File: src/verilog/mem_bridge_pkg.sv
package mem_bridge_pkg;

    localparam int DATA_W = 128;
    localparam int ADDR_W = 32;

    // AXI size code for a full 16-byte beat
    localparam int AXI_SIZE_CODE = 4;
    localparam int BEAT_SHIFT = AXI_SIZE_CODE;
    localparam int BEAT_BYTES = 1 << BEAT_SHIFT;

    // entries in each buffer RAM
    localparam int BUF_DEPTH = 256;

    // read beats in flight, issued but not yet drained
    localparam int RD_WL_THRE = 200;

    // write buffer level that pauses the read drain
    localparam int WR_WL_THRE = 200;

    typedef logic [DATA_W-1:0] data_t;
    typedef logic [ADDR_W-1:0] addr_t;
    typedef logic [31:0] bytes_t;
    typedef logic [31:0] beat_cnt_t;
    typedef logic [$clog2(BUF_DEPTH)-1:0] buf_ptr_t;

    // one bit wider than the pointer so a full RAM is representable
    typedef logic [$clog2(BUF_DEPTH):0] level_t;

    typedef enum logic [1:0]
    {
        WR_IDLE,
        WR_ADDR,
        WR_DATA
    } wr_state_t;

endpackage
File: src/verilog/job_if.sv
`timescale 1ns/1ps

interface job_if;

    logic                      start;
    mem_bridge_pkg::addr_t     rd_base;
    mem_bridge_pkg::addr_t     wr_base;
    mem_bridge_pkg::beat_cnt_t rd_beats;
    mem_bridge_pkg::beat_cnt_t wr_beats;

    // job values are stable from one start pulse to the next
    modport ctrl
    (
        output start, rd_base, wr_base, rd_beats, wr_beats
    );

    modport engine
    (
        input start, rd_base, wr_base, rd_beats, wr_beats
    );

endinterface

File: src/verilog/job_ctrl.sv
`timescale 1ns/1ps

module job_ctrl
(
    input  logic                   I_clk,
    input  logic                   I_rst,
    input  logic                   ap_start,
    input  mem_bridge_pkg::addr_t  rdw_addr,
    input  mem_bridge_pkg::addr_t  wr_addr,
    input  mem_bridge_pkg::bytes_t in_bytes,
    input  mem_bridge_pkg::bytes_t out_bytes,
    input  logic                   wr_last_done,
    job_if.ctrl                    job,
    output logic                   ap_done,
    output logic                   ap_ready
);

    logic start_q;
    logic start_edge;
    logic done_flag;

    // byte count rounded up to whole beats
    function automatic mem_bridge_pkg::beat_cnt_t to_beats(input mem_bridge_pkg::bytes_t n);
        to_beats = (n >> mem_bridge_pkg::BEAT_SHIFT)
                 + |n[mem_bridge_pkg::BEAT_SHIFT-1:0];
    endfunction

    assign start_edge = ap_start && !start_q;

    always_ff @(posedge I_clk)
    begin
        if (I_rst)
        begin
            start_q      <= 1'b0;
            job.start    <= 1'b0;
            job.rd_base  <= '0;
            job.wr_base  <= '0;
            job.rd_beats <= '0;
            job.wr_beats <= '0;
            done_flag    <= 1'b0;
        end
        else
        begin
            start_q   <= ap_start;
            job.start <= start_edge;
            if (start_edge)
            begin
                // addresses come in beat units
                job.rd_base  <= rdw_addr << mem_bridge_pkg::BEAT_SHIFT;
                job.wr_base  <= wr_addr << mem_bridge_pkg::BEAT_SHIFT;
                job.rd_beats <= to_beats(in_bytes);
                job.wr_beats <= to_beats(out_bytes);
            end
            if (wr_last_done)
                done_flag <= 1'b1;
            else if (job.start)
                done_flag <= 1'b0;
        end
    end

    assign ap_done  = done_flag;
    assign ap_ready = done_flag;

endmodule

File: src/flat_wrapper.sv
// flat-port wrapper written by rule: the top's interface ports become plain ports
module job_ctrl_flat 
  (I_clk, I_rst, ap_start, rdw_addr, wr_addr, in_bytes, out_bytes, wr_last_done, ap_done, ap_ready, job_start, job_rd_base, job_wr_base, job_rd_beats, job_wr_beats);
  job_if job_i ();
  input  logic I_clk;
  input  logic I_rst;
  input  logic ap_start;
  input  mem_bridge_pkg::addr_t rdw_addr;
  input  mem_bridge_pkg::addr_t wr_addr;
  input  mem_bridge_pkg::bytes_t in_bytes;
  input  mem_bridge_pkg::bytes_t out_bytes;
  input  logic wr_last_done;
  output logic ap_done;
  output logic ap_ready;
  output wire logic [$bits(job_i.start)-1:0] job_start;
  output wire logic [$bits(job_i.rd_base)-1:0] job_rd_base;
  output wire logic [$bits(job_i.wr_base)-1:0] job_wr_base;
  output wire logic [$bits(job_i.rd_beats)-1:0] job_rd_beats;
  output wire logic [$bits(job_i.wr_beats)-1:0] job_wr_beats;
  assign job_start = job_i.start;
  assign job_rd_base = job_i.rd_base;
  assign job_wr_base = job_i.wr_base;
  assign job_rd_beats = job_i.rd_beats;
  assign job_wr_beats = job_i.wr_beats;
  job_ctrl u_core (.I_clk(I_clk), .I_rst(I_rst), .ap_start(ap_start), .rdw_addr(rdw_addr), .wr_addr(wr_addr), .in_bytes(in_bytes), .out_bytes(out_bytes), .wr_last_done(wr_last_done), .job(job_i), .ap_done(ap_done), .ap_ready(ap_ready));
endmodule
File: config.mk
export PLATFORM = sky130hd
export DESIGN_NAME = job_ctrl_flat
export DESIGN_NICKNAME = d
export VERILOG_FILES = /design/src/verilog/mem_bridge_pkg.sv /design/src/verilog/job_if.sv /design/src/verilog/job_ctrl.sv /design/src/flat_wrapper.sv
export SDC_FILE = /design/constraint.sdc
export NUM_CORES = 1
export LEC_CHECK = 0
export ABC_AREA = 1
export ABC_CLOCK_PERIOD_IN_PS = 5300
export BUFFER_PORTS_ARGS = -buffer_cell sky130_fd_sc_hd__buf_2
export CAP_MARGIN = 25
export CORE_MARGIN = 5
export CORE_UTILIZATION = 30
export DETAILED_ROUTE_END_ITERATION = 6
export PLACE_DENSITY = 0.61
export SKIP_LAST_GASP = 1
export SYNTH_ARGS = -nofsm -noshare
export SYNTH_HDL_FRONTEND = slang
export SYNTH_SLANG_ARGS = --single-unit
File: constraint.sdc
create_clock -name I_clk -period 5.3 [get_ports I_clk]
set_input_delay 0.265 -clock I_clk [delete_from_list [all_inputs] [get_ports I_clk]]
set_output_delay 0.265 -clock I_clk [all_outputs]
set_load 0.02 [all_outputs]
==> summary.txt, run 1 <==
Die
  – Die area: around 22000 sq um
  – Core Box Area: about 19000 sq um
  – Std cell rows: between 50 and 60
  – Floorplan die width: between 100 and 150 um
  – Initial Utilization: 30.30%
  – I/O pins: 263
  – Vert. Die Dim: between 100 and 150 um

Worst hold path
  – Min-Delay Path Depth: 3
  – Min-Delay Path Class: in2reg
  – Hold Crit Start: wr_last_done
  – WHS Endpoint: u_core.ap_done

Yosys
  – Synthesized netlist cell count: between 900 and 1k
  – Mean Syn Cell Area: approximately 6.4 sq um
  – Number of synthesized flops with an enable pin: 0
  – Largest family of logic cells by synthesized area: simple AND/OR/NAND/NOR gates
  – Post-Synth Adder-Cell Area: 1.281%
  – Synth Register Bits: about 120
  – Synth Area in Compound Gates: between 10 and 15%
  – Synthesized area: slightly below 6000 sq um
  – Yosys warning count: 0
  – Share of flip-flops with an asynchronous set or reset: 0%
  – Sequential fraction of the synthesis area: between 30 and 40%
  – Commonest register cell after synthesis: dfxtp_1
  – Distinct cells, synth: 27
  – Mux contribution to synthesized area: 0%
  – Simple logic cell fraction of the synthesized area: approximately 36%
  – XOR/XNOR Fraction of Synth Area: between 1 and 1.5%

Cells and area
  – Antenna cells: 0
  – Fillers: approximately 2.1k
  – Final nets: 1279
  – Layout cells sized above 1: 25.74%
  – Area delta synth->final: 33.06%
  – Commonest non-fill, non-tap cell in the layout: nor2_1
  – Final Util: roughly two fifths
  – Most frequent cells in the layout: nor2_1 (286), buf_2 (240), nand2_1 (159)
  – Design area: a little under 8000 sq um
  – Non-filler instance count after layout: roughly 1.4k

CTS
  – Reg clk slew, reported paths: 60 ps
  – Num CTS Buffers: 17
  – Clk sinks: roughly 120
  – CTS tree: yes
  – H-tree depth: 4
  – Post-CTS resize count: 0
  – Cts hold-fix bufs: 0
  – Max clock buf depth: 2
  – CTS Root Buffer Type: clkbuf_16
  – Postcts setup bufs: 0
  – Clk_lat worst skew: ~420 ps

Timing
  – Endpoints failing setup: 0
  – Slew @ Worst Pin: ~830 ps
  – Final TNS setup: 0 ps
  – Max Slew Vio Count: 0
  – Min Tclk post-route: approximately 2300 ps
  – Fmax: 0.4387 GHz
  – Final period utilization: a little over two fifths
  – Final hold viol count: 0
  – RSZ-0062 raised after global routing: no
  – Clk_skew: around 9.2 ps
  – Hold WS: between 50 and 60 ps
  – Rel. slew slack: 44.86%

Run
  – MaxCap Viol Count: 0

Detailed routing
  – DRT iter0 DRCs: between 300 and 400
  – # DRC: 0
  – Via/cell ratio: about 4.5
  – DRT Wirelength: 18.95 mm
  – Routed Antenna Nets: 0
  – Pre-Repair DR Iteration Count: 6
  – Routed len/inst: 13.35 um
  – Via count: 6323

Worst setup path
  – Crit path DAT: 2580 ps
  – R2R setup slack: between 3000 and 4000 ps
  – WS Path Type: reg2reg
  – Reg-to-Reg Start: u_core.start_q
  – Crit path launch type: register
  – Worst-path maximum fanout: 85
  – Ordered cell list for the critical path: nor2_4 > buf_4 > buf_4 > nand2_1 > o221ai_1 > inv_1
  – RR Endpoint: u_core.job.rd_beats[4]
  – Crit. End Element: register
  – Critical path's largest stage delay: roughly 760 ps
  – Most used cell, CP: buf_4
  – Worst reg-to-reg path cell count: 6
  – CP max-delay cell: buf_4
  – Crit path required time: 5600 ps

Place
  – DP HPWL: roughly 14 mm
  – Placed insts: between 1k and 1.5k
  – Post-DP Area: slightly above 7000 sq um
  – Final Wtd Congestion: 0.9150
  – Port bufs: 240

Global route
  – Grt ovf: 0
  – Largest net degree at the start of global routing: 86
  – Initial antenna violation count: 0
  – First-pass GRT wire length: 30.30 mm
  – GR Util All Layers: between 10% and 20%
  – Via count of the first global-routing pass: around 6.1k

Pwr
  – Leak: around 4.0 nW
  – Pwr dens: around 330 nW/um^2
  – Peak supply drop: 0.2086 mV

Run status
  – Status: complete, no violations
cell families after synthesis:
| kind of cell | after synthesis |
|---|---|
| XOR/XNOR | 9 |
| adder cells (fa/ha/maj) | 6 |
| flip-flops | 117 |
| AND/OR/NAND/NOR | 518 |
| buffers and inverters | 134 |
| AO/OA/AOI/OAI | 132 |
| other | 1 |
critical path: cells and delay by family, from the launching register on:
kind	cells	cell delay, ps
DFF	1	320
buffers and inverters	3	1400
AOI/OAI and AO/OA	1	170
and+or+nand+nor	2	200
worst max-delay path by stage:
| stage | startpoint | to | cells past startpoint |
|---|---|---|---|
| after floorplan | out_bytes[1] | u_core.job.wr_beats[16] | 11 |
| after global placement | ap_start | u_core.job.rd_beats[26] | 8 |
| after detailed placement | ap_start | u_core.job.rd_beats[3] | 8 |
| after CTS | u_core.start_q | u_core.job.rd_beats[3] | 6 |
| after global routing | u_core.start_q | u_core.job.rd_beats[4] | 6 |
| final | u_core.start_q | u_core.job.rd_beats[4] | 6 |
cell usage after synthesis (5+ instances only):
master    instances  area share [%]
buf_4            18             2.3
nor3_1           10            0.85
xnor2_1           7             1.0
a21oi_1          18             1.5
o21ai_0          99             8.5
inv_1            80             5.1
dfxtp_1         117              40
buf_2            10            0.85
nand2_1         159              10
clkbuf_1         23             1.5
nor2_2           11             1.2
o21ai_1          10            0.85
nand3_1          35             3.0
nand2_2           5            0.53
nor2_1          286              18
ha_1              6             1.3
area by class of cell:
type | count | area (sq um) | share of cell area [%]
Sequential cell | 117 | 2342 | 30.04
Inverter | 82 | 307.8 | 3.948
Clock inverter | 14 | 178.9 | 2.295
Clock buffer | 18 | 429.2 | 5.505
Timing Repair Buffer | 244 | 1231 | 15.79
Multi-Input combinational cell | 679 | 2975 | 38.16
Tap cell | 265 | 331.6 | 4.253
power breakdown:
part / internal, W / switching, W / leakage [nW]
clock: 0.000745 / 0.000455 / 0.287
sequential: 0.000948 / 0.0000305 / 0.971
combinational: 0.000142 / 0.000285 / 2.76
through the flow:
| stage | power, W | setup slack (ps) |
|---|---|---|
| detailed placement | 0.001426 | 2971 |
| CTS | 0.002645 | 3015 |
| global placement | 0.001423 | 2953 |
| global route | 0.002736 | 2779 |
| finish | 0.002604 | 3020 |
| floorplan | 0.001262 | 3418 |
registers in the layout, summed over array words and instances, names as in the netlist:
name,cells
u_core.start_q,1
u_core.job.rd_base,28
u_core.job.wr_base,28
u_core.job.start,1
u_core.job.rd_beats,29
u_core.job.wr_beats,29
u_core.ap_done,1
layer usage:
layer / wire length, um / GRT usage, % / vias up
li1: - / - / 3284
met3: 1991 / 6.451 / 23
met1: 8398 / 21.94 / 2767
met2: 8283 / 26.04 / 249
met4: 274 / 5.261 / 0
met5: 0 / 0 / -
Power figures use the tool's default switching activity.
==> run 2: changes to the inputs <==
--- a/config.mk
+++ b/config.mk
@@ -6,7 +6,7 @@
 export NUM_CORES = 1
 export LEC_CHECK = 0
 export ABC_AREA = 1
-export ABC_CLOCK_PERIOD_IN_PS = 5300
+export ABC_CLOCK_PERIOD_IN_PS = 2200
 export BUFFER_PORTS_ARGS = -buffer_cell sky130_fd_sc_hd__buf_2
 export CAP_MARGIN = 25
 export CORE_MARGIN = 5
==> constraint.sdc (replaced) <==
create_clock -name I_clk -period 2.2 [get_ports I_clk]
set_input_delay 0.11 -clock I_clk [delete_from_list [all_inputs] [get_ports I_clk]]
set_output_delay 0.11 -clock I_clk [all_outputs]
set_load 0.02 [all_outputs]
==> run 2 against run 1 <==
Against the previous run:
- cell count increased by 4.3%
- via count up 4.2%
- flip-flop and latch count did not move
- combinational power increased to 2.7 times the previous value
- non-clock buffer count up 60
- first-iteration DRC count fell by 4.2%
- sequential share of layout area decreased by 2.1 points
- clock skew fell by 2.2 ps
- largest cell class unchanged
==> summary.txt, run 2 (same netlist as run 1, synthesis figures left out) <==
CTS
  – H-tree depth: 4
  – Reg clk slew, reported paths: approximately 60 ps
  – Post-CTS resize count: 0
  – Max clock buf depth: 2
  – Clk sinks: around 120
  – Clk_lat worst skew: 410 ps
  – CTS Root Buffer Type: clkbuf_16
  – Num CTS Buffers: 17
  – CTS tree: yes

Global route
  – GR Util All Layers: between 10% and 20%
  – Initial antenna violation count: 0
  – Largest net degree at the start of global routing: 85
  – First-pass GRT wire length: between 30 and 40 mm
  – Grt ovf: 0
  – Via count of the first global-routing pass: just over 6k

Worst setup path
  – Worst reg-to-reg path cell count: 5
  – CP max-delay cell: or4_1
  – R2R setup slack: slightly above 800 ps
  – Crit path required time: roughly 2500 ps
  – Crit path DAT: between 1500 and 2000 ps
  – Reg-to-Reg Start: u_core.start_q
  – Ordered cell list for the critical path: buf_2 > or4_1 > ha_1 > ha_1 > inv_1 > nor2_2 > nand2_1 > inv_1 > nand2_1 > nor2_1 > o21ai_1 > inv_1
  – Most used cell, CP: inv_1
  – Crit path launch type: input pin
  – Worst-path maximum fanout: 3
  – Critical path's largest stage delay: between 500 and 600 ps
  – WS Path Type: in2reg
  – Crit. End Element: register
  – RR Endpoint: u_core.job.rd_beats[3]

Run status
  – Status: complete, no violations

Cells and area
  – Most frequent cells in the layout: nor2_1 (286), buf_2 (240), nand2_1 (159)
  – Commonest non-fill, non-tap cell in the layout: nor2_1
  – Fillers: ~2.0k
  – Non-filler instance count after layout: ~1.5k
  – Final nets: 1339
  – Area delta synth->final: 43.24%
  – Final Util: 43.41%
  – Layout cells sized above 1: ~25%
  – Top flop regs: u_core.job.rd_beats (29), u_core.job.wr_beats (29)

Die
  – Floorplan die width: roughly 150 um
  – Vert. Die Dim: approximately 150 um
  – Core Box Area: around 19000 sq um
  – Die area: 22430 sq um
  – I/O pins: approximately 260
  – Initial Utilization: 30.30%
  – Std cell rows: 51

Place
  – DP HPWL: between 10 and 15 mm
  – Final Wtd Congestion: approximately 0.93
  – Placed insts: ~1.4k
  – Port bufs: 240

Detailed routing
  – Via/cell ratio: around 4.5
  – Routed Antenna Nets: 0
  – DRT Wirelength: 19.86 mm
  – Pre-Repair DR Iteration Count: 5
  – Routed len/inst: around 13 um
  – Via count: about 6.6k
  – # DRC: 0
  – DRT iter0 DRCs: between 300 and 400

Pwr
  – Peak supply drop: a little under 0.5 mV
  – Total Power: around 0.0062 W
  – Pwr dens: ~740 nW/um^2
  – Leak: between 4 and 5 nW

Run
  – MaxCap Viol Count: 0

Worst hold path
  – Hold Crit Start: out_bytes[9]
  – WHS Endpoint: u_core.job.wr_beats[5]
  – Min-Delay Path Class: in2reg
  – Min-Delay Path Depth: 3

Timing
  – Clk_skew: approximately 7.0 ps
  – RSZ-0062 raised after global routing: no
  – Fmax: 0.6379 GHz
  – Final hold viol count: 0
  – Max Slew Vio Count: 0
  – Final period utilization: a little under three quarters
  – Final TNS setup: 0 ps
  – Min Tclk post-route: roughly 1600 ps
  – Endpoints failing setup: 0
run 2: area by class of cell:
cell class	instances	area, sq um	share of cell area [%]
diodes	1	2.502	0.02982
clock buffers	18	429.2	5.113
clock inverters	14	140.1	1.670
inverters	82	307.8	3.667
multi-input cells	679	2975	35.45
flip-flops and latches	117	2342	27.91
well taps	265	331.6	3.951
repair buffers	304	1864	22.21
run 2: how the worst max path moves through the flow:
stage	start	end	slack [ps]	depth (start not counted)
after floorplan	out_bytes[1]	u_core.job.wr_beats[16]	470	11
after global placement	out_bytes[1]	u_core.job.wr_beats[16]	220	12
after detailed placement	out_bytes[1]	u_core.job.wr_beats[16]	210	12
after CTS	out_bytes[1]	u_core.job.wr_beats[16]	650	12
after global routing	out_bytes[1]	u_core.job.wr_beats[16]	500	12
final	out_bytes[1]	u_core.job.wr_beats[16]	630	12
run 2: where the power goes:
part           switching, W  internal [W]
Sequential        0.0000777       0.00228
Clock               0.00114       0.00158
Combinational      0.000709      0.000419
run 2: per-layer routing:
metal | GRT usage, % | vias to the layer above | share of wire (%)
li1 | - | 3415 | -
met1 | 23.40 | 2881 | 46
met2 | 27.19 | 262 | 44
met3 | 5.633 | 32 | 8.8
met4 | 5.993 | 0 | 1.8
met5 | 0 | - | 0
run 2: critical path, delay by kind of cell:
kind | cells | cell delay, ps
AND/OR/NAND/NOR | 5 | 880
AO/OA/AOI/OAI | 1 | 120
buffers and inverters | 4 | 270
adder cells (fa/ha/maj) | 2 | 480
run 2: metrics by stage:
stage / setup WS [ps] / cell area (sq um) / hold slack, ps
after floorplan: 472.7 / 5908 / 227.4
after global placement: 216.4 / 7241 / 319.7
after detailed placement: 211.9 / 7241 / 325.0
after CTS: 653.8 / 8391 / 13.68
after global routing: 500.8 / 8391 / 14.58
final: 632.3 / 8393 / 42.54
run 2: repair_timing:
| item | in CTS | in global routing |
|---|---|---|
| setup buffers | 0 | 0 |
| endpoints found under the hold margin | 58 | 0 |
| setup endpoints to repair | 0 | 0 |
| hold buffers | 58 | 0 |
