**src/verilog/mem_bridge_pkg.sv**
```systemverilog
package mem_bridge_pkg;

    localparam int DATA_W = 128;
    localparam int ADDR_W = 32;

    // AXI size code for a full 16-byte beat
    localparam int AXI_SIZE_CODE = 4;
    localparam int BEAT_SHIFT = AXI_SIZE_CODE;
    localparam int BEAT_BYTES = 1 << BEAT_SHIFT;

    // entries in each buffer RAM
    localparam int BUF_DEPTH = 256;

    // read beats in flight, issued but not yet drained
    localparam int RD_WL_THRE = 200;

    // write buffer level that pauses the read drain
    localparam int WR_WL_THRE = 200;

    typedef logic [DATA_W-1:0] data_t;
    typedef logic [ADDR_W-1:0] addr_t;
    typedef logic [31:0] bytes_t;
    typedef logic [31:0] beat_cnt_t;
    typedef logic [$clog2(BUF_DEPTH)-1:0] buf_ptr_t;

    // one bit wider than the pointer so a full RAM is representable
    typedef logic [$clog2(BUF_DEPTH):0] level_t;

    typedef enum logic [1:0]
    {
        WR_IDLE,
        WR_ADDR,
        WR_DATA
    } wr_state_t;

endpackage
```
**src/verilog/wbuf_if.sv**
```systemverilog
`timescale 1ns/1ps

interface wbuf_if;

    mem_bridge_pkg::data_t data;
    logic                  avail;
    logic                  pop;

    // data is the head entry, valid while avail is high
    modport buffer
    (
        output data, avail,
        input  pop
    );

    // pop only while avail, one cycle per beat
    modport eng
    (
        input  data, avail,
        output pop
    );

endinterface

```
**src/verilog/job_if.sv**
```systemverilog
`timescale 1ns/1ps

interface job_if;

    logic                      start;
    mem_bridge_pkg::addr_t     rd_base;
    mem_bridge_pkg::addr_t     wr_base;
    mem_bridge_pkg::beat_cnt_t rd_beats;
    mem_bridge_pkg::beat_cnt_t wr_beats;

    // job values are stable from one start pulse to the next
    modport ctrl
    (
        output start, rd_base, wr_base, rd_beats, wr_beats
    );

    modport engine
    (
        input start, rd_base, wr_base, rd_beats, wr_beats
    );

endinterface

```
**src/verilog/wr_issuer.sv**
```systemverilog
`timescale 1ns/1ps

module wr_issuer
(
    input  logic                  I_clk,
    input  logic                  I_rst,
    job_if.engine                 job,
    wbuf_if.eng                   wb,
    input  logic                  awready,
    input  logic                  wready,
    output mem_bridge_pkg::addr_t awaddr,
    output logic                  awvalid,
    output mem_bridge_pkg::data_t wdata,
    output logic                  wvalid,
    output logic                  wlast,
    output logic                  wr_last_done
);

    mem_bridge_pkg::wr_state_t state;
    mem_bridge_pkg::beat_cnt_t beats_done;

    // the head beat leaves the buffer when its address is accepted
    assign wb.pop = (state == mem_bridge_pkg::WR_ADDR) && awready;

    always_ff @(posedge I_clk)
    begin
        if (I_rst)
        begin
            state        <= mem_bridge_pkg::WR_IDLE;
            awvalid      <= 1'b0;
            wvalid       <= 1'b0;
            wlast        <= 1'b0;
            wr_last_done <= 1'b0;
            beats_done   <= '0;
        end
        else
        begin
            wr_last_done <= 1'b0;
            case (state)
                mem_bridge_pkg::WR_IDLE:
                begin
                    if (wb.avail)
                    begin
                        awvalid <= 1'b1;
                        state   <= mem_bridge_pkg::WR_ADDR;
                    end
                end
                mem_bridge_pkg::WR_ADDR:
                begin
                    if (awready)
                    begin
                        awvalid <= 1'b0;
                        // single-beat burst, so every W is the last one
                        wvalid  <= 1'b1;
                        wlast   <= 1'b1;
                        state   <= mem_bridge_pkg::WR_DATA;
                    end
                end
                mem_bridge_pkg::WR_DATA:
                begin
                    if (wready)
                    begin
                        wvalid       <= 1'b0;
                        wlast        <= 1'b0;
                        beats_done   <= beats_done + 1'b1;
                        wr_last_done <= (beats_done + 1'b1 == job.wr_beats);
                        state        <= mem_bridge_pkg::WR_IDLE;
                    end
                end
                default:
                    state <= mem_bridge_pkg::WR_IDLE;
            endcase
            if (job.start)
                beats_done <= '0;
        end
    end

    always_ff @(posedge I_clk)
    begin
        if (job.start)
            awaddr <= job.wr_base;
        else if (awvalid && awready)
            awaddr <= awaddr + mem_bridge_pkg::addr_t'(mem_bridge_pkg::BEAT_BYTES);
        if (wb.pop)
            wdata <= wb.data;
    end

endmodule

```
**src/flat_wrapper.sv**
```systemverilog
// flat-port wrapper written by rule: the top's interface ports become plain ports
module wr_issuer_flat 
  (I_clk, I_rst, awready, wready, awaddr, awvalid, wdata, wvalid, wlast, wr_last_done, job_start, job_rd_base, job_wr_base, job_rd_beats, job_wr_beats, wb_data, wb_avail, wb_pop);
  job_if job_i ();
  wbuf_if wb_i ();
  input  logic I_clk;
  input  logic I_rst;
  input  logic awready;
  input  logic wready;
  output mem_bridge_pkg::addr_t awaddr;
  output logic awvalid;
  output mem_bridge_pkg::data_t wdata;
  output logic wvalid;
  output logic wlast;
  output logic wr_last_done;
  input wire logic [$bits(job_i.start)-1:0] job_start;
  input wire logic [$bits(job_i.rd_base)-1:0] job_rd_base;
  input wire logic [$bits(job_i.wr_base)-1:0] job_wr_base;
  input wire logic [$bits(job_i.rd_beats)-1:0] job_rd_beats;
  input wire logic [$bits(job_i.wr_beats)-1:0] job_wr_beats;
  input wire logic [$bits(wb_i.data)-1:0] wb_data;
  input wire logic [$bits(wb_i.avail)-1:0] wb_avail;
  output wire logic [$bits(wb_i.pop)-1:0] wb_pop;
  assign job_i.start = job_start;
  assign job_i.rd_base = job_rd_base;
  assign job_i.wr_base = job_wr_base;
  assign job_i.rd_beats = job_rd_beats;
  assign job_i.wr_beats = job_wr_beats;
  assign wb_i.data = wb_data;
  assign wb_i.avail = wb_avail;
  assign wb_pop = wb_i.pop;
  wr_issuer u_core (.I_clk(I_clk), .I_rst(I_rst), .job(job_i), .wb(wb_i), .awready(awready), .wready(wready), .awaddr(awaddr), .awvalid(awvalid), .wdata(wdata), .wvalid(wvalid), .wlast(wlast), .wr_last_done(wr_last_done));
endmodule
```
**config.mk**
```make
export PLATFORM = sky130hd
export DESIGN_NAME = wr_issuer_flat
export DESIGN_NICKNAME = d
export VERILOG_FILES = /design/src/verilog/mem_bridge_pkg.sv /design/src/verilog/wbuf_if.sv /design/src/verilog/job_if.sv /design/src/verilog/wr_issuer.sv /design/src/flat_wrapper.sv
export SDC_FILE = /design/constraint.sdc
export NUM_CORES = 1
export LEC_CHECK = 0
export BUFFER_PORTS_ARGS = -buffer_cell sky130_fd_sc_hd__buf_2
export CAP_MARGIN = 20
export CORE_AREA = 3 3 163 165
export CTS_CLUSTER_DIAMETER = 60
export DETAILED_ROUTE_END_ITERATION = 6
export DIE_AREA = 0 0 166 168
export PLACE_DENSITY = 0.73
export SETUP_SLACK_MARGIN = 0.15
export SLEW_MARGIN = 20
export SYNTH_ARGS = -nofsm -noshare
export SYNTH_HDL_FRONTEND = slang
export SYNTH_SLANG_ARGS = --single-unit
```
**constraint.sdc**
```tcl
create_clock -name I_clk -period 4.15 [get_ports I_clk]
set_clock_uncertainty 0.15 [all_clocks]
set_input_delay 0.83 -clock I_clk [delete_from_list [all_inputs] [get_ports I_clk]]
set_output_delay 0.83 -clock I_clk [all_outputs]
set_load 0.01 [all_outputs]
```
==> impl_metrics.toml, run 1 <==
[worst_setup_path]
cp_top_family = "simple AND/OR/NAND/NOR gates"
cp_slowest_cell = "nor4_2"
worstSetupPathType = "reg -> reg"
critPathLaunchType = "register"
crit_chain = "ha_1 > nand3_1 > nor4_2 > nand3_1 > xnor2_1 > a2111oi_4 > nand4_1 > nor4_2"
end_kind = "register"
critPathArrivalTime_ps = 3270
cpPeakStageDelay_ps = 650
worstPathRequired_ps = 4340
cp_max_fo = 8
worst-path-buf-inv = 0

[power_and_ir_drop]
ir_drop_uv = 261
clockPowerShare_pct = 38.6
powerDensity_nw_per_um2 = 398
intPower_mw = 3.21
p_switching_mw = 1.12
power_frac_comb_pct = 8.8
switching_share_pct = 25.8
leakage_nw = 4.29
power_mw = 4.32
p_seq_share_pct = 52.7

[synthesis]
syn_nets = 878
yosysWarningCount = 0
syn_area_um2 = 8110
ys_ff_latch = 197
synth-async-reset-ratio_pct = 0
synth_seq_area_share_pct = 68.4
synth_cell_types = 53
syn_avg_cell_area_um2 = 13.2
yosys-top-cells-area = "edfxtp_1 59%, dfxtp_1 9.1%, xor2_1 5.7%"
ys.flop_type = "edfxtp_1"
synth_top_area_cell = "edfxtp_1"
synth_edf_count = 160
netlist_instances = 614
synth_top_area_share_pct = 59.2

[sta]
setup_slack_ps = 1080
period_share_pct = 74.0
hold_viol_final = 0
clock.fmax_ghz = 0.325
setup_violations = 0
min_period_ps = 3070
finalMaxSlewViolations = 0
tightest_slew_ps = 714
grt_setup_unrepaired = "false"
holdWs_ps = 328
setup_tns_ps = 0
slew-limit-headroom_pct = 52.4

[route]
drc = 0
wirelength_um = 27800
wl_per_cell_um = 21.1
vias = 6272
ant_nets = 0
vias_per_cell = 4.76
drt_pass1_iterations = 5
first_iter_violations = 318

[floorplan]
design.die.area_um2 = 27900
start_util_pct = 32.2
die-width_um = 166
core_um2 = 25200
rows = 58
io_pins = 427
die_h_um = 168

[clock_tree]
post-cts-setup-buffer-count = 0
root_buffer = "clkbuf_16"
clock_sinks = 197
clockBufferDepth = 2
cts_tree = "done"
numCtsBuffers = 17
clk_latency_ps = 430
hold_buffers = 0
path_clk_slew_ps = 80
post_cts_resize_count = 0
cts-htree-levels = 4

[final_layout]
syn2layout_area_growth_pct = 34.0
final_common_cell = "buf_2"
drive_above_1_share_pct = 42.1
final_cell_mix = "362 x buf_2, 160 x edfxtp_1, 60 x nand2_1"
final_cells = 1318
finalNetCount = 1238

[place]
gpl.final_weighted_congestion = 0.873
dp_hpwl_um = 21800
placedCellCount = 1285
pre_cts_ws_ps = 989
port_buffers = 362

[grt]
antenna_found_initial = 5
grt-ovfl-total = 0
grt_pass1_wl_um = 39800
grt_util_all_layers_pct = 19.3
grt_pass1_vias = 6152
grt_start_max_net_pins = 129

[run]
max_cap_viol_count = 0

[worst_hold_path]
hp-class = "reg -> reg"

[run_status]
status = "completed"
[power groups by stage]
| stage | registers [mW] | logic [mW] | clock network, mW |
|---|---|---|---|
| after detailed placement | 2.32 | 0.383 | 0 |
| after CTS | 2.28 | 0.385 | 1.72 |
| after floorplan | 2.36 | 0.117 | 0 |
| final | 2.28 | 0.378 | 1.67 |
| after global routing | 2.29 | 0.416 | 1.80 |
| after global placement | 2.32 | 0.374 | 0 |
[path summary, 6_finish.rpt]
check,from,to,slack (ps),cells after the start
worst max register to register,u_core.beats_done[0],u_core.wr_last_done,1080,8
worst min-delay path,u_core.wlast,u_core.wlast,330,2
worst max-delay path,u_core.beats_done[0],u_core.wr_last_done,1080,8
worst min register to register,u_core.wlast,u_core.wlast,330,2
[stage by stage]
stage               util (%)  instance area, µm²
CTS                     43.1               10900
global route            43.2               10900
detailed placement      40.8               10300
global placement        40.8               10300
finish                  43.2               10900
floorplan                  -                8120
[cell type report]
cell class	instances	area, µm²
clock buffers	17	425
inverters	8	33.8
fillers	2368	14300
well taps	330	413
flip-flops and latches	197	5550
repair buffers	367	1870
diodes	2	5.00
clock inverters	14	155
multi-input cells	383	2420
[sequential cells by signal (all words and copies together) (netlist names)]
signal and flops:
u_core.awaddr 32, u_core.beats_done 32, u_core.state 2, u_core.wdata 128, u_core.awvalid 1, u_core.wlast 1, u_core.wr_last_done 1
[kinds of logic after synthesis]
kind of cell,synth area share [%]
xor+xnor,10.8
flops,68.4
mux,0.386
compound gates,4.52
buf+inv,1.79
simple gates,13.8
fa+ha+maj,0.308
[Yosys cell counts, drive strengths merged, types with 12 or more instances]
master  number
xnor2       47
xor2        53
clkbuf      21
nand3       28
nand2       60
o21ai       36
edfxtp     160
nand4       20
a21oi       12
nor2        53
dfxtp       37
[routing by layer]
metal	GRT usage (%)	vias up	wire (µm)
li1	-	2934	-
met4	5.28	4	350
met1	23.6	3022	11400
met3	13.1	23	4120
met5	0	-	25
met2	28.0	289	11900
[worst min-delay path, cell delays in order (launching register included)]
cell	delay [ps]
dfxtp_1	320
nand2_1	60
a21oi_1	60
Note: power is estimated with default switching activity, not from simulation.
==> run 2: changes to the inputs <==
--- a/config.mk
+++ b/config.mk
@@ -5,13 +5,14 @@
 export SDC_FILE = /design/constraint.sdc
 export NUM_CORES = 1
 export LEC_CHECK = 0
+export ABC_AREA = 1
 export BUFFER_PORTS_ARGS = -buffer_cell sky130_fd_sc_hd__buf_2
 export CAP_MARGIN = 20
 export CORE_AREA = 3 3 163 165
 export CTS_CLUSTER_DIAMETER = 60
 export DETAILED_ROUTE_END_ITERATION = 6
 export DIE_AREA = 0 0 166 168
-export PLACE_DENSITY = 0.73
+export PLACE_DENSITY = 0.74
 export SETUP_SLACK_MARGIN = 0.15
 export SLEW_MARGIN = 20
 export SYNTH_ARGS = -nofsm -noshare
==> constraint.sdc (replaced) <==
create_clock -name I_clk -period 3.1 [get_ports I_clk]
set_clock_uncertainty 0.15 [all_clocks]
set_input_delay 0.62 -clock I_clk [delete_from_list [all_inputs] [get_ports I_clk]]
set_output_delay 0.62 -clock I_clk [all_outputs]
set_load 0.01 [all_outputs]
==> run 2 against run 1 <==
  * Hold slack got worse by 120 ps
  * Critical path depth up 5
  * Count of clock-buffer cells in the layout grew 1
  * Global-route usage is 0.38 points higher
  * Die area unchanged
  * Synthesized cell count is 47% higher
  * Non-clock buffer count rose by 3
  * Sequential cell count unchanged
  * Final area up 7.4%
  * Setup slack got worse by 380 ps
  * Largest cell class unchanged
==> impl_metrics.toml, run 2 <==
[run_status]
status = "completed"

[final_layout]
largest_reg_flops = 128
final_cell_mix = "362 x buf_2, 272 x nand2_1, 160 x edfxtp_1"
syn2layout_area_growth_pct = 32.7
multiInputGateArea_um2 = 2800
final_common_cell = "buf_2"
regArea_um2 = 5550
finalNetCount = 1536
postLayoutCellArea_um2 = 11700
fillers = 2410
drive_above_1_share_pct = 33.5
largest_registers = "u_core.wdata (128), u_core.awaddr (32), u_core.beats_done (32)"
regMostFlops = "u_core.wdata"

[sta]
hold_viol_final = 0
slew-limit-headroom_pct = 62.9
clock.fmax_ghz = 0.415
tightest_slew_ps = 554
setup_tns_ps = 0
min_period_ps = 2410
period_share_pct = 77.6
finalMaxSlewViolations = 0
grt_setup_unrepaired = "false"
setup_violations = 0

[route]
vias_per_cell = 4.78
drt_pass1_iterations = 5
wirelength_um = 28400
wl_per_cell_um = 17.5
ant_nets = 0
first_iter_violations = 547
vias = 7732
drc = 0

[floorplan]
design.die.area_um2 = 27900
rows = 58
start_util_pct = 34.9
die-width_um = 166
die_h_um = 168
core_um2 = 25200
io_pins = 427

[clock_tree]
clock_sinks = 197
root_buffer = "clkbuf_16"
numCtsBuffers = 17
post_cts_resize_count = 0
post-cts-setup-buffer-count = 0
clockBufferDepth = 2
path_clk_slew_ps = 90
clk_latency_ps = 430
hold_buffers = 0
cts-htree-levels = 4
cts_tree = "done"

[synthesis]
syn_avg_cell_area_um2 = 9.77
synth_top_area_cell = "edfxtp_1"
synthSimpleGateAreaFrac_pct = 24.2
synth_top_family_by_area = "simple AND/OR/NAND/NOR gates"
netlist_instances = 900
synth_top_area_share_pct = 54.6
syn_nets = 1164
yosysWarningCount = 0
synth_edf_count = 160
syn_area_um2 = 8800
synth_seq_area_share_pct = 63.0
ys.flop_type = "edfxtp_1"
synth-xor-area-share_pct = 2.15
synth-compound-area-share_pct = 4.95
muxShareOfSynthArea_pct = 0
ys_ff_latch = 197
synth-async-reset-ratio_pct = 0
synth_fa_ha_area_share_pct = 0.284
synth_most_common_cell = "nand2_1"
yosys-top-cells-area = "edfxtp_1 55%, nand2_1 12%, dfxtp_1 8.4%"
synth_commonest_cells = "273 x nand2_1, 160 x edfxtp_1, 102 x inv_1"
synth_cell_types = 34

[grt]
grt-ovfl-total = 0
grt_pass1_wl_um = 42500
busiest_layer = "met2"
grt_use_met3_pct = 4.79
grt_util_met1_pct = 24.0
grt_pass1_vias = 7398
grtUsageMet2_pct = 33.5
grt_util_all_layers_pct = 19.7
grt_start_max_net_pins = 87
antenna_found_initial = 2

[power_and_ir_drop]
leakage_nw = 5.29
ir_drop_uv = 386
powerDensity_nw_per_um2 = 502

[place]
port_buffers = 362
dp_hpwl_um = 22200
gpl.final_weighted_congestion = 0.948
dpl-instance-area_um2 = 11100

[worst_setup_path]
rrSetupSlack_ps = 690
cp_max_fo = 8
worstSetupPathType = "reg -> reg"
critPathLaunchType = "register"
r2r_cells = 13
critPathArrivalTime_ps = 2610
worstReg2RegStart = "u_core.beats_done[0]"
worstPathRequired_ps = 3300
end_kind = "register"
r2r-end = "u_core.wr_last_done"

[worst_hold_path]
hp-class = "in -> reg"
min_path_cells = 1
hp-start = "wb_data[20]"
worstHoldEndpoint = "u_core.wdata[20]"

[run]
max_cap_viol_count = 0
[run 2: area by class of cell]
class | instances | share of cell area (%)
clock inverter | 14 | 1.54
timing repair buffer | 370 | 16.2
inverter | 107 | 3.47
antenna | 2 | 0.0429
multi-input combinational | 579 | 24.0
tap | 330 | 3.54
clock buffer | 18 | 3.68
sequential | 197 | 47.5
[run 2: logic make-up after synthesis]
logic type | count (synthesis)
xor gates and xnor gates | 20
AOI/OAI and AO/OA | 77
adders and majority gates | 2
and+or+nand+nor | 480
buffers and inverters | 124
DFF | 197
[run 2: stage by stage]
stage               total power [mW]  hold slack [ps]  setup WS, ps  instances  utilization [%]
floorplan                       3.33              326         -47.3        900                -
global placement                3.62              315           841       1583             43.9
detailed placement              3.64              322           745       1583             43.9
CTS                             5.93              185           701       1615             46.3
global route                    6.09              180           455       1617             46.4
finish                          5.86              209           693       1617             46.4
[run 2: worst max-delay path by stage]
stage | start | end
2_1_floorplan | awready | u_core.wdata[0]
3_3_place_gp | u_core.beats_done[0] | u_core.wr_last_done
3_5_place_dp | u_core.beats_done[0] | u_core.wr_last_done
4_1_cts | u_core.beats_done[0] | u_core.wr_last_done
5_1_grt | u_core.beats_done[0] | u_core.wr_last_done
6_report | u_core.beats_done[0] | u_core.wr_last_done
[run 2: layer usage]
| metal | share of wire (%) | vias up |
|---|---|---|
| met3 | 6.6 | 42 |
| li1 | - | 3734 |
| met4 | 3.6 | 0 |
| met5 | 0 | - |
| met1 | 41 | 3638 |
| met2 | 49 | 318 |
[run 2: where the power goes]
part | leakage, nW | internal, mW | switching (mW) | total (mW)
Sequential | 1.79 | 2.99 | 0.0656 | 3.05
Combinational | 3.20 | 0.223 | 0.305 | 0.528
Clock | 0.294 | 1.11 | 1.17 | 2.28
[run 2: worst max-delay path: stages (launching register included)]
cell     delay (ps)
dfxtp_1         420
ha_1            290
nand2_2         140
nor2_8          190
nand2_2         120
nor2_4          200
nand2_1          70
nand2_1          80
nand2_1          70
nand2_1          70
nand3_1          70
nor3_1          220
nand2_1         130
nor2_1          120
