`src/verilog/mem_bridge_pkg.sv`:
```
package mem_bridge_pkg;

    localparam int DATA_W = 128;
    localparam int ADDR_W = 32;

    // AXI size code for a full 16-byte beat
    localparam int AXI_SIZE_CODE = 4;
    localparam int BEAT_SHIFT = AXI_SIZE_CODE;
    localparam int BEAT_BYTES = 1 << BEAT_SHIFT;

    // entries in each buffer RAM
    localparam int BUF_DEPTH = 256;

    // read beats in flight, issued but not yet drained
    localparam int RD_WL_THRE = 200;

    // write buffer level that pauses the read drain
    localparam int WR_WL_THRE = 200;

    typedef logic [DATA_W-1:0] data_t;
    typedef logic [ADDR_W-1:0] addr_t;
    typedef logic [31:0] bytes_t;
    typedef logic [31:0] beat_cnt_t;
    typedef logic [$clog2(BUF_DEPTH)-1:0] buf_ptr_t;

    // one bit wider than the pointer so a full RAM is representable
    typedef logic [$clog2(BUF_DEPTH):0] level_t;

    typedef enum logic [1:0]
    {
        WR_IDLE,
        WR_ADDR,
        WR_DATA
    } wr_state_t;

endpackage
```
`src/verilog/job_if.sv`:
```
`timescale 1ns/1ps

interface job_if;

    logic                      start;
    mem_bridge_pkg::addr_t     rd_base;
    mem_bridge_pkg::addr_t     wr_base;
    mem_bridge_pkg::beat_cnt_t rd_beats;
    mem_bridge_pkg::beat_cnt_t wr_beats;

    // job values are stable from one start pulse to the next
    modport ctrl
    (
        output start, rd_base, wr_base, rd_beats, wr_beats
    );

    modport engine
    (
        input start, rd_base, wr_base, rd_beats, wr_beats
    );

endinterface

```
`src/verilog/ar_issuer.sv`:
```
`timescale 1ns/1ps

module ar_issuer
(
    input  logic                  I_clk,
    input  logic                  I_rst,
    job_if.engine                 job,
    input  logic                  rd_drain,
    input  logic                  arready,
    output mem_bridge_pkg::addr_t araddr,
    output logic                  arvalid
);

    mem_bridge_pkg::beat_cnt_t issued;
    mem_bridge_pkg::beat_cnt_t issued_nxt;
    mem_bridge_pkg::beat_cnt_t drained;
    mem_bridge_pkg::beat_cnt_t in_flight;
    logic                      ar_fire;
    logic                      can_issue;

    assign ar_fire    = arvalid && arready;
    assign issued_nxt = ar_fire ? issued + 1'b1 : issued;

    // beats requested but not yet handed to the memory side
    assign in_flight = issued_nxt - drained;

    assign can_issue = (issued_nxt < job.rd_beats)
                    && (in_flight < mem_bridge_pkg::RD_WL_THRE);

    always_ff @(posedge I_clk)
    begin
        if (I_rst)
        begin
            arvalid <= 1'b0;
            issued  <= '0;
            drained <= '0;
        end
        else if (job.start)
        begin
            arvalid <= 1'b0;
            issued  <= '0;
            drained <= '0;
        end
        else
        begin
            issued <= issued_nxt;
            if (rd_drain)
                drained <= drained + 1'b1;
            // a pending request holds until accepted
            arvalid <= (arvalid && !arready) || can_issue;
        end
    end

    // single-beat bursts, address steps one beat
    always_ff @(posedge I_clk)
    begin
        if (job.start)
            araddr <= job.rd_base;
        else if (ar_fire)
            araddr <= araddr + mem_bridge_pkg::addr_t'(mem_bridge_pkg::BEAT_BYTES);
    end

endmodule

```
`src/flat_wrapper.sv`:
```
// flat-port wrapper written by rule: the top's interface ports become plain ports
module ar_issuer_flat 
  (I_clk, I_rst, rd_drain, arready, araddr, arvalid, job_start, job_rd_base, job_wr_base, job_rd_beats, job_wr_beats);
  job_if job_i ();
  input  logic I_clk;
  input  logic I_rst;
  input  logic rd_drain;
  input  logic arready;
  output mem_bridge_pkg::addr_t araddr;
  output logic arvalid;
  input wire logic [$bits(job_i.start)-1:0] job_start;
  input wire logic [$bits(job_i.rd_base)-1:0] job_rd_base;
  input wire logic [$bits(job_i.wr_base)-1:0] job_wr_base;
  input wire logic [$bits(job_i.rd_beats)-1:0] job_rd_beats;
  input wire logic [$bits(job_i.wr_beats)-1:0] job_wr_beats;
  assign job_i.start = job_start;
  assign job_i.rd_base = job_rd_base;
  assign job_i.wr_base = job_wr_base;
  assign job_i.rd_beats = job_rd_beats;
  assign job_i.wr_beats = job_wr_beats;
  ar_issuer u_core (.I_clk(I_clk), .I_rst(I_rst), .job(job_i), .rd_drain(rd_drain), .arready(arready), .araddr(araddr), .arvalid(arvalid));
endmodule
```
`config.mk`:
```
export PLATFORM = sky130hd
export DESIGN_NAME = ar_issuer_flat
export DESIGN_NICKNAME = d
export VERILOG_FILES = /design/src/verilog/mem_bridge_pkg.sv /design/src/verilog/job_if.sv /design/src/verilog/ar_issuer.sv /design/src/flat_wrapper.sv
export SDC_FILE = /design/constraint.sdc
export NUM_CORES = 1
export LEC_CHECK = 0
export ABC_AREA = 1
export BUFFER_PORTS_ARGS = -buffer_cell sky130_fd_sc_hd__buf_2
export CAP_MARGIN = 10
export CORE_MARGIN = 10
export CORE_UTILIZATION = 26
export CTS_CLUSTER_DIAMETER = 80
export DETAILED_ROUTE_END_ITERATION = 16
export HOLD_SLACK_MARGIN = 0.03
export SLEW_MARGIN = 20
export SYNTH_ARGS = -nofsm -noshare
export SYNTH_HDL_FRONTEND = slang
export SYNTH_SLANG_ARGS = --single-unit
```
`constraint.sdc`:
```
create_clock -name I_clk -period 4.7 [get_ports I_clk]
set_clock_uncertainty 0.1 [all_clocks]
set_input_delay 0.235 -clock I_clk [delete_from_list [all_inputs] [get_ports I_clk]]
set_output_delay 0.235 -clock I_clk [all_outputs]
set_load 0.05 [all_outputs]
```
==> run_results.csv, run 1 <==
group,metric,value,unit
worst_hold_path,hold_class,"in2reg",
timing,setup_viol_count_final,0,
detailed_routing,drt_iter0_drc,393,
synth,synthCells,1275,
final_layout,drive_gt1_share,11.9,%
timing,finalCritPeriodShare,92.5,%
final_layout,layout_common_cells,"nand2_1, inv_1, nor2_1",
final_layout,diodes,0,
worst_setup_path,critPathLaunchType,"flop",
timing,tns,0,ns
synth,avgSynthCellArea,6.33,µm²
timing,rsz0062_at_grt,"no",
cts,clockBufferDepth,2,
final_layout,fin_util,30.8,%
placement,gp_congestion,0.976,
cts,cts-root-buf,"clkbuf_16",
pwr,leakagePower,4.74,nW
timing,slew_violations,0,
final_layout,fill_cells,3400,
worst_setup_path,crit_fanout,8,
worst_setup_path,endpoint_kind,"flop",
worst_setup_path,arrival,4.52,ns
detailed_routing,drtPass1Iterations,5,
outcome,status,"finished, final reports clean",
synth,yosysWarnings,0,
grt,grt_pass1_wl,38300,µm
timing,setup_slack,0.354,ns
placement,place_hpwl,19900,µm
detailed_routing,routedWlPerCell,13.4,µm
synth,synth-seq-cells,97,
floorplan,start_util,26.4,%
cts,worstSkewPairLatency,0.34,ns
timing,final-hold-violation-count,0,
timing,maxSlewHeadroom,60.5,%
cts,cts_tree,"built",
cts,cts.sinks,97,
detailed_routing,via_count,8200,
synth,syn_area,0.00808,mm²
final_layout,mostFrequentLayoutCell,"nand2_1",
detailed_routing,routed_via_density,4.60,
worst_setup_path,critical_path_class,"reg2reg",
placement,portBuffers,101,
synth,synth-seq-area-share,28.0,%
timing,max_clock_freq,230,MHz
grt,antenna_found_initial,0,
cts,cts_setup_buffers,0,
synth,synth_area_leader_cell,"dfxtp_1",
detailed_routing,ant_nets,0,
floorplan,coreArea,0.0306,mm²
floorplan,io_pins,166,
worst_setup_path,worst_path_largest_cell_delay,0.41,ns
worst_setup_path,slowest_stage,"ha_2",
worst_setup_path,crit_family,"simple AND/OR/NAND/NOR gates",
timing,tightestPinTransition,0.587,ns
synth,ys.flop_type,"dfxtp_1",
detailed_routing,drc,0,
pwr,cellPowerDensity,203,mW/mm²
cts,clkTransAtPathRegs,0.07,ns
grt,grt_max_degree,50,
grt,track_usage,12.0,%
synth,ys_types,45,
placement,pre_cts_ws,0.150,ns
final_layout,nets,1579,
job,drv_cap,0,
synth,synth_top_area_share,16.1,%
timing,worst_hold_slack,0.0454,ns
timing,final.min_clock_period,4.35,ns
floorplan,die-area,0.0385,mm²
grt,grt_pass1_vias,7834,
synth,synth_edf_count,32,
synth,synth_nets,1472,
pwr,ir_worst_vdd,0.157,mV
worst_setup_path,crit_buf_inv,3,
worst_setup_path,critPathRequiredTime,4.88,ns
final_layout,syn2layout_area_growth,16.8,%
floorplan,row_count,64,
floorplan,die_h,196,µm
detailed_routing,wirelength,23900,µm
grt,grt_overflow_total,0,
cts,cts_made_buffers,9,
synth,synthArstFlopShare,0,%
worst_setup_path,crit_top_cell,"nand2_2",
synth,synthTopCellsByArea,"dfxtp_1, nand2_1, edfxtp_1",
pwr,power,1.92,mW
cts,htree_levels,3,
floorplan,dieWidth,196,µm
-- cells by family (layout without fill, tap and decap cells) --
group | Yosys count | after routing | synth area share [%]
flops | 97 | 97 | 28.0
simple gates | 676 | 676 | 36.0
fa+ha+maj | 64 | 64 | 9.92
xor+xnor | 40 | 40 | 4.43
buf+inv | 240 | 352 | 11.2
compound gates | 158 | 158 | 10.4
-- layer usage --
metal	part of all wire [%]	GRT usage (%)	wire [µm]
met3	5.7	1.96	1350
met5	0	0	0
met1	45	14.6	10800
met2	47	20.8	11200
met4	2.1	3.93	509
-- state kept, by name (all words and copies together), names as in the netlist --
name / flops
u_core.drained: 32
u_core.araddr: 32
u_core.arvalid: 1
u_core.issued: 32
-- Yosys cell counts (2+ instances only) --
| cell | instances |
|---|---|
| xnor2_1 | 6 |
| nor3_2 | 4 |
| xor2_1 | 33 |
| clkinv_1 | 2 |
| or2_2 | 3 |
| nor2_4 | 4 |
| nand2_1 | 331 |
| nor2_2 | 4 |
| nor4_1 | 5 |
| nor3b_1 | 2 |
| edfxtp_1 | 32 |
| o21a_1 | 3 |
| a21oi_1 | 79 |
| o21ai_1 | 2 |
| nand3b_1 | 5 |
| inv_1 | 222 |
| dfxtp_1 | 65 |
| a221oi_1 | 3 |
| nor3_1 | 33 |
| a21o_1 | 3 |
| nand3_1 | 78 |
| a31oi_1 | 3 |
| nand2_2 | 6 |
| o21bai_1 | 4 |
| and2_1 | 2 |
| nor2_1 | 169 |
| ha_1 | 64 |
| o21ai_0 | 58 |
| clkbuf_1 | 13 |
| nand4_1 | 22 |
-- through the flow --
step | cell area (µm²) | cells
6_report | 9430 | 1783
3_5_place_dp | 9090 | 1767
4_1_cts | 9380 | 1783
3_3_place_gp | 9090 | 1767
5_1_grt | 9430 | 1783
2_1_floorplan | 8080 | 1275
-- cell type report --
| cell class | instances | area [µm²] | area share (%) |
|---|---|---|---|
| sequential | 97 | 2260 | 24.0 |
| tap | 396 | 495 | 5.25 |
| clock inverter | 6 | 50.0 | 0.531 |
| clock buffer | 10 | 239 | 2.53 |
| timing repair buffer | 110 | 573 | 6.08 |
| inverter | 226 | 850 | 9.01 |
| multi-input combinational | 938 | 4960 | 52.6 |
-- path summary, 6_finish.rpt --
check	depth (start not counted)	to	start	slack (ns)
setup / recovery	26	u_core.arvalid	u_core.arvalid	0.35
setup reg to reg	26	u_core.arvalid	u_core.arvalid	0.35
hold reg to reg	2	u_core.drained[31]	u_core.drained[31]	0.40
hold / removal	3	u_core.araddr[1]	job_rd_base[1]	0.05
-- worst reg2reg max path, cell delays in order (launching register included) --
cell      delay [ns]
dfxtp_2         0.37
nand2_4         0.11
clkinv_2        0.09
nand2_2         0.07
nor2_4          0.12
nand2_2         0.09
nor2_4          0.11
nand2_2         0.08
nor2_4          0.11
nand2_2         0.09
nor3b_4         0.25
nand4_1         0.16
nor2_1          0.15
xor2_1          0.21
inv_1           0.15
ha_2            0.41
nand2_1         0.12
nor2_2          0.17
inv_1           0.10
nor2_2          0.16
nand4_1         0.12
nand3_1         0.12
xnor2_1         0.15
nand3_1         0.12
nor3_2          0.23
nand3_2         0.16
a21oi_1         0.15
-- repair_timing --
| action | 4_1_cts | 5_1_grt |
|---|---|---|
| endpoints found under the setup margin | 0 | 1 |
| hold buffers | 0 | 0 |
| gates resized for setup | 0 | 13 |
-- where the power goes --
group          switching [mW]  internal [mW]  total, mW
logic                   0.199         0.0878      0.287
registers              0.0216          0.893      0.914
clock network           0.335          0.380      0.715
Power figures use the tool's default switching activity.
==> run 2: changes to the inputs <==
--- a/config.mk
+++ b/config.mk
@@ -8,11 +8,14 @@
 export ABC_AREA = 1
 export BUFFER_PORTS_ARGS = -buffer_cell sky130_fd_sc_hd__buf_2
 export CAP_MARGIN = 10
+export CELL_PAD_IN_SITES_DETAIL_PLACEMENT = 1
+export CELL_PAD_IN_SITES_GLOBAL_PLACEMENT = 2
 export CORE_MARGIN = 10
-export CORE_UTILIZATION = 26
+export CORE_UTILIZATION = 30
 export CTS_CLUSTER_DIAMETER = 80
 export DETAILED_ROUTE_END_ITERATION = 16
 export HOLD_SLACK_MARGIN = 0.03
+export PLACE_DENSITY_LB_ADDON = 0.1
 export SLEW_MARGIN = 20
 export SYNTH_ARGS = -nofsm -noshare
 export SYNTH_HDL_FRONTEND = slang
==> run_results.csv, run 2 (same netlist as run 1, synthesis figures left out) <==
group,metric,value,unit
outcome,status,"finished, final reports clean",
grt,grt_max_degree,49,
worst_setup_path,arrival,4.48,ns
placement,gp_congestion,0.826,
placement,portBuffers,101,
worst_hold_path,worstHoldEndpoint,"u_core.araddr[0]",
worst_setup_path,crit_top_cell,"nand2_2",
timing,final-hold-violation-count,0,
floorplan,coreArea,0.0263,mm²
worst_setup_path,rrSetupSlack,0.40,ns
detailed_routing,via_count,8127,
job,drv_cap,0,
worst_setup_path,r2r-start,"u_core.issued[0]",
pwr,leakagePower,4.79,nW
detailed_routing,drt_iter0_drc,307,
grt,track_usage,16.3,%
worst_setup_path,critPathLaunchType,"flop",
grt,grt_pass1_wl,44000,µm
worst_setup_path,critPathRequiredTime,4.88,ns
cts,worstSkewPairLatency,0.35,ns
detailed_routing,routedWlPerCell,16.1,µm
cts,clkTransAtPathRegs,0.07,ns
grt,grt_overflow_total,0,
grt,grt_pass1_vias,8466,
floorplan,dieWidth,184,µm
worst_setup_path,crit_buf_inv,2,
pwr,power,1.96,mW
placement,place_hpwl,23600,µm
detailed_routing,drc,0,
final_layout,mostFrequentLayoutCell,"nand2_1",
final_layout,diodes,0,
placement,dpl_cell_area,0.00904,mm²
floorplan,io_pins,166,
timing,setup_viol_count_final,0,
timing,tns,0,ns
timing,finalCritPeriodShare,91.5,%
worst_setup_path,slowest_stage,"ha_2",
timing,max_clock_freq,233,MHz
timing,final.min_clock_period,4.30,ns
worst_setup_path,crit_family,"simple AND/OR/NAND/NOR gates",
timing,rsz0062_at_grt,"no",
worst_setup_path,crit_fanout,5,
cts,cts_tree,"built",
final_layout,nets,1588,
timing,tightestPinTransition,0.990,ns
pwr,cellPowerDensity,207,mW/mm²
worst_setup_path,critical_path_class,"reg2reg",
detailed_routing,wirelength,27900,µm
worst_hold_path,worstHoldPathCells,3,
worst_setup_path,worst_path_largest_cell_delay,0.42,ns
floorplan,die_h,184,µm
pwr,ir_worst_vdd,0.134,mV
timing,slew_violations,0,
worst_hold_path,hold_class,"in2reg",
detailed_routing,drtPass1Iterations,4,
cts,htree_levels,3,
grt,antenna_found_initial,0,
timing,maxSlewHeadroom,33.6,%
final_layout,reg.largest.list,"u_core.araddr x32, u_core.drained x32, u_core.issued x32",
cts,clockBufferDepth,2,
floorplan,start_util,30.7,%
floorplan,die-area,0.0339,mm²
final_layout,fill_cells,3463,
worst_setup_path,r2r-end,"u_core.arvalid",
worst_setup_path,endpoint_kind,"flop",
final_layout,layout_common_cells,"nand2_1, inv_1, nor2_1",
timing,worst_hold_slack,0.0467,ns
worst_hold_path,hold_path.startpoint,"job_rd_base[0]",
cts,cts_made_buffers,9,
floorplan,row_count,59,
detailed_routing,ant_nets,0,
detailed_routing,routed_via_density,4.69,
cts,cts-root-buf,"clkbuf_16",
cts,cts.sinks,97,
final_layout,drive_gt1_share,12.2,%
final_layout,syn2layout_area_growth,17.0,%
worst_setup_path,reg2regPathDepth,27,
final_layout,finish.instance_area,0.00945,mm²
run 2: how the worst max path moves through the flow:
stage / startpoint / slack (ns) / depth (start not counted) / to
6_report: u_core.issued[0] / 0.40 / 27 / u_core.arvalid
2_1_floorplan: u_core.arvalid / 0.73 / 30 / u_core.arvalid
5_1_grt: u_core.issued[0] / 0.01 / 28 / u_core.arvalid
3_3_place_gp: u_core.arvalid / 0.24 / 23 / u_core.arvalid
4_1_cts: u_core.arvalid / 0.15 / 29 / u_core.arvalid
3_5_place_dp: u_core.issued[1] / 0.19 / 28 / u_core.arvalid
run 2: worst register-to-register path: stages (launching register included):
cell	delay [ns]
dfxtp_1	0.36
ha_1	0.17
nand2_2	0.07
nor2_4	0.12
nand2_2	0.09
nor2_4	0.11
nand2_2	0.08
nor2_4	0.11
nand2_2	0.08
nor3b_4	0.23
nand3_2	0.13
nor2_4	0.18
buf_4	0.13
nand2_2	0.07
xnor2_4	0.18
ha_2	0.42
inv_1	0.09
o21ai_0	0.29
nor2_1	0.12
o21ai_0	0.26
a21oi_1	0.10
nand3_1	0.09
nand2_1	0.07
nor2_1	0.11
nand2_1	0.06
nor2_1	0.12
nand3_2	0.14
a21oi_1	0.15
run 2: metrics by stage:
stage | setup WS (ns) | utilization (%) | std cells
final | 0.401 | 36.0 | 1731
after global routing | 0.0120 | 36.0 | 1731
after CTS | 0.154 | 35.6 | 1729
after detailed placement | 0.186 | 34.4 | 1710
after global placement | 0.245 | 34.4 | 1710
after floorplan | 0.728 | - | 1275
run 2: where the power goes:
group	internal (mW)	switching [mW]	total (mW)
Sequential	0.893	0.0215	0.914
Clock	0.413	0.335	0.748
Combinational	0.0908	0.207	0.297
Total	1.40	0.563	1.96
run 2: area by class of cell:
type	count	area (µm²)	area share [%]
multi-input combinational	938	4980	52.7
sequential	97	2260	23.9
tap	335	419	4.43
inverter	226	850	8.99
timing repair buffer	119	648	6.86
clock buffer	11	233	2.46
clock inverter	5	56.3	0.596
run 2: metal layers:
metal	part of all wire, %	GRT usage [%]	vias up
li1	-	-	4308
met1	47	20.4	3730
met2	49	29.0	76
met3	2.6	1.86	13
met4	0.98	3.74	0
met5	0	0	-
run 2: what timing repair did:
item / CTS / global route
setup buffers: 0 / 2
gates resized for setup: 0 / 15
hold buffers: 3 / 0
endpoints found under the setup margin: 0 / 1
endpoints found under the hold margin: 3 / 0
==> run 3: changes to the inputs <==
--- a/config.mk
+++ b/config.mk
@@ -11,7 +11,7 @@
 export CELL_PAD_IN_SITES_DETAIL_PLACEMENT = 1
 export CELL_PAD_IN_SITES_GLOBAL_PLACEMENT = 2
 export CORE_MARGIN = 10
-export CORE_UTILIZATION = 30
+export CORE_UTILIZATION = 32
 export CTS_CLUSTER_DIAMETER = 80
 export DETAILED_ROUTE_END_ITERATION = 16
 export HOLD_SLACK_MARGIN = 0.03
==> constraint.sdc (replaced) <==
create_clock -name I_clk -period 5.3 [get_ports I_clk]
set_clock_uncertainty 0.1 [all_clocks]
set_input_delay 0.265 -clock I_clk [delete_from_list [all_inputs] [get_ports I_clk]]
set_output_delay 0.265 -clock I_clk [all_outputs]
set_load 0.05 [all_outputs]
==> run_results.csv, run 3 (same netlist as run 1, synthesis figures left out) <==
group,metric,value,unit
detailed_routing,drtPass1Iterations,5,
outcome,status,"finished, final reports clean",
final_layout,layout_common_cells,"nand2_1, inv_1, nor2_1",
floorplan,die-area,0.0320,mm²
floorplan,dieWidth,179,µm
worst_setup_path,crit_buf_inv,2,
worst_setup_path,path_depth,29,
worst_setup_path,reg2regPathDepth,29,
final_layout,nets,1575,
placement,pre_cts_ws,0.657,ns
final_layout,reg.largest.list,"u_core.araddr x32, u_core.drained x32, u_core.issued x32",
cts,clockBufferDepth,2,
pwr,cellPowerDensity,184,mW/mm²
worst_setup_path,worst_path_largest_cell_delay,0.41,ns
final_layout,mostFrequentLayoutCell,"nand2_1",
timing,final.min_clock_period,4.62,ns
grt,grt_pass1_wl,42900,µm
cts,cts_hold_buf,0,
final_layout,fin_util,37.0,%
timing,tightestPinTransition,0.740,ns
timing,setup_slack,0.678,ns
worst_hold_path,hold_class,"in2reg",
worst_setup_path,critical_path_class,"reg2reg",
placement,portBuffers,101,
grt,grtUsageMet3,1.58,%
pwr,seq_power_share,47.4,%
pwr,ir_worst_vdd,0.171,mV
pwr,pwr-share-clk,37.5,%
floorplan,start_util,32.3,%
worst_setup_path,critPathLaunchType,"flop",
pwr,p_switching,0.516,mW
worst_setup_path,crit_top_cell,"nor2_1",
grt,track_usage,16.8,%
cts,cts_setup_buffers,0,
cts,worstSkewPairLatency,0.35,ns
worst_hold_path,worstHoldPathCells,3,
detailed_routing,via_count,8179,
job,drv_cap,0,
worst_setup_path,crit_family,"simple AND/OR/NAND/NOR gates",
final_layout,drive_gt1_share,10.8,%
timing,slew_violations,0,
cts,cts_made_buffers,9,
final_layout,diodes,0,
cts,htree_levels,3,
detailed_routing,routedWlPerCell,15.8,µm
detailed_routing,ant_nets,0,
worst_setup_path,rrSetupSlack,0.68,ns
pwr,power,1.71,mW
timing,max_clock_freq,216,MHz
grt,met2_usage,30.6,%
grt,grt_overflow_total,0,
floorplan,coreArea,0.0250,mm²
timing,rsz0062_at_grt,"no",
grt,busiest_layer,"met2",
placement,place_hpwl,23100,µm
cts,cts_tree,"built",
worst_setup_path,slowest_stage,"ha_1",
worst_setup_path,arrival,4.81,ns
timing,maxSlewHeadroom,50.1,%
floorplan,row_count,58,
pwr,p_int,1.19,mW
floorplan,io_pins,166,
final_layout,syn2layout_area_growth,14.7,%
grt,grt_use_met1,20.6,%
grt,antenna_found_initial,0,
pwr,leakagePower,4.68,nW
worst_setup_path,endpoint_kind,"flop",
worst_setup_path,crit_fanout,5,
placement,gp_congestion,0.849,
grt,grt_pass1_vias,8511,
pwr,sw_frac_of_total,30.2,%
cts,clkTransAtPathRegs,0.08,ns
cts,cts.sinks,97,
detailed_routing,wirelength,27000,µm
timing,final-hold-violation-count,0,
final_layout,finish.instance_area,0.00926,mm²
placement,dpl_cell_area,0.00898,mm²
cts,postCtsResizedCells,0,
grt,grt_max_degree,50,
timing,finalCritPeriodShare,87.2,%
floorplan,die_h,179,µm
pwr,combPwrFrac,15.0,%
detailed_routing,routed_via_density,4.77,
timing,setup_viol_count_final,0,
detailed_routing,drc,0,
timing,tns,0,ns
worst_setup_path,critPathRequiredTime,5.49,ns
detailed_routing,drt_iter0_drc,338,
cts,cts-root-buf,"clkbuf_16",
## run 3: cell types whose count changed in the layout (fill, tap and decap cells not counted), moves of 2 or more
cell           change
nor2_1             +2
xor2_1             +2
dlygate4sd3_1      -3
xor2_2             -2
inv_6              +2
a21oi_1            +2
clkbuf_1           -2
ha_1               +2
ha_2               -2
buf_4             -10
nor2_2             -2
a21oi_2            -2
## run 3: power by group through the flow
stage                     logic, mW  clock network (mW)  registers [mW]
after CTS                     0.263               0.661           0.811
after global placement        0.257                   0           0.827
after global routing          0.288               0.691           0.814
final                         0.257               0.641           0.810
after floorplan               0.112                   0           0.887
after detailed placement      0.261                   0           0.828
## run 3: worst paths after layout
path                           from                 to
setup / recovery     u_core.arvalid     u_core.arvalid
hold reg to reg   u_core.drained[8]  u_core.drained[8]
setup reg to reg     u_core.arvalid     u_core.arvalid
hold / removal       job_rd_base[0]   u_core.araddr[0]
## run 3: cell type report
cell class | instances | area, µm²
Fill cell | 3366 | 15800
Timing Repair Buffer | 106 | 543
Tap cell | 330 | 413
Inverter | 226 | 850
Clock inverter | 7 | 55.1
Multi-Input combinational cell | 938 | 4910
Sequential cell | 97 | 2260
Clock buffer | 9 | 225
## run 3: metrics by stage
stage / hold slack [ns] / std cells
after floorplan: 0.294 / 1275
after global placement: 0.384 / 1697
after detailed placement: 0.396 / 1697
after CTS: 0.0491 / 1713
after global routing: 0.0648 / 1713
final: 0.0681 / 1713
## run 3: metal layers
metal / share of wire [%] / vias up
met1: 46 / 3783
met2: 49 / 96
met5: 0 / -
li1: - / 4280
met3: 2.8 / 20
met4: 1.7 / 0
## run 3: worst min-delay path: stages
cell     delay (ns)
buf_2          0.07
nand2_1        0.04
inv_1          0.04
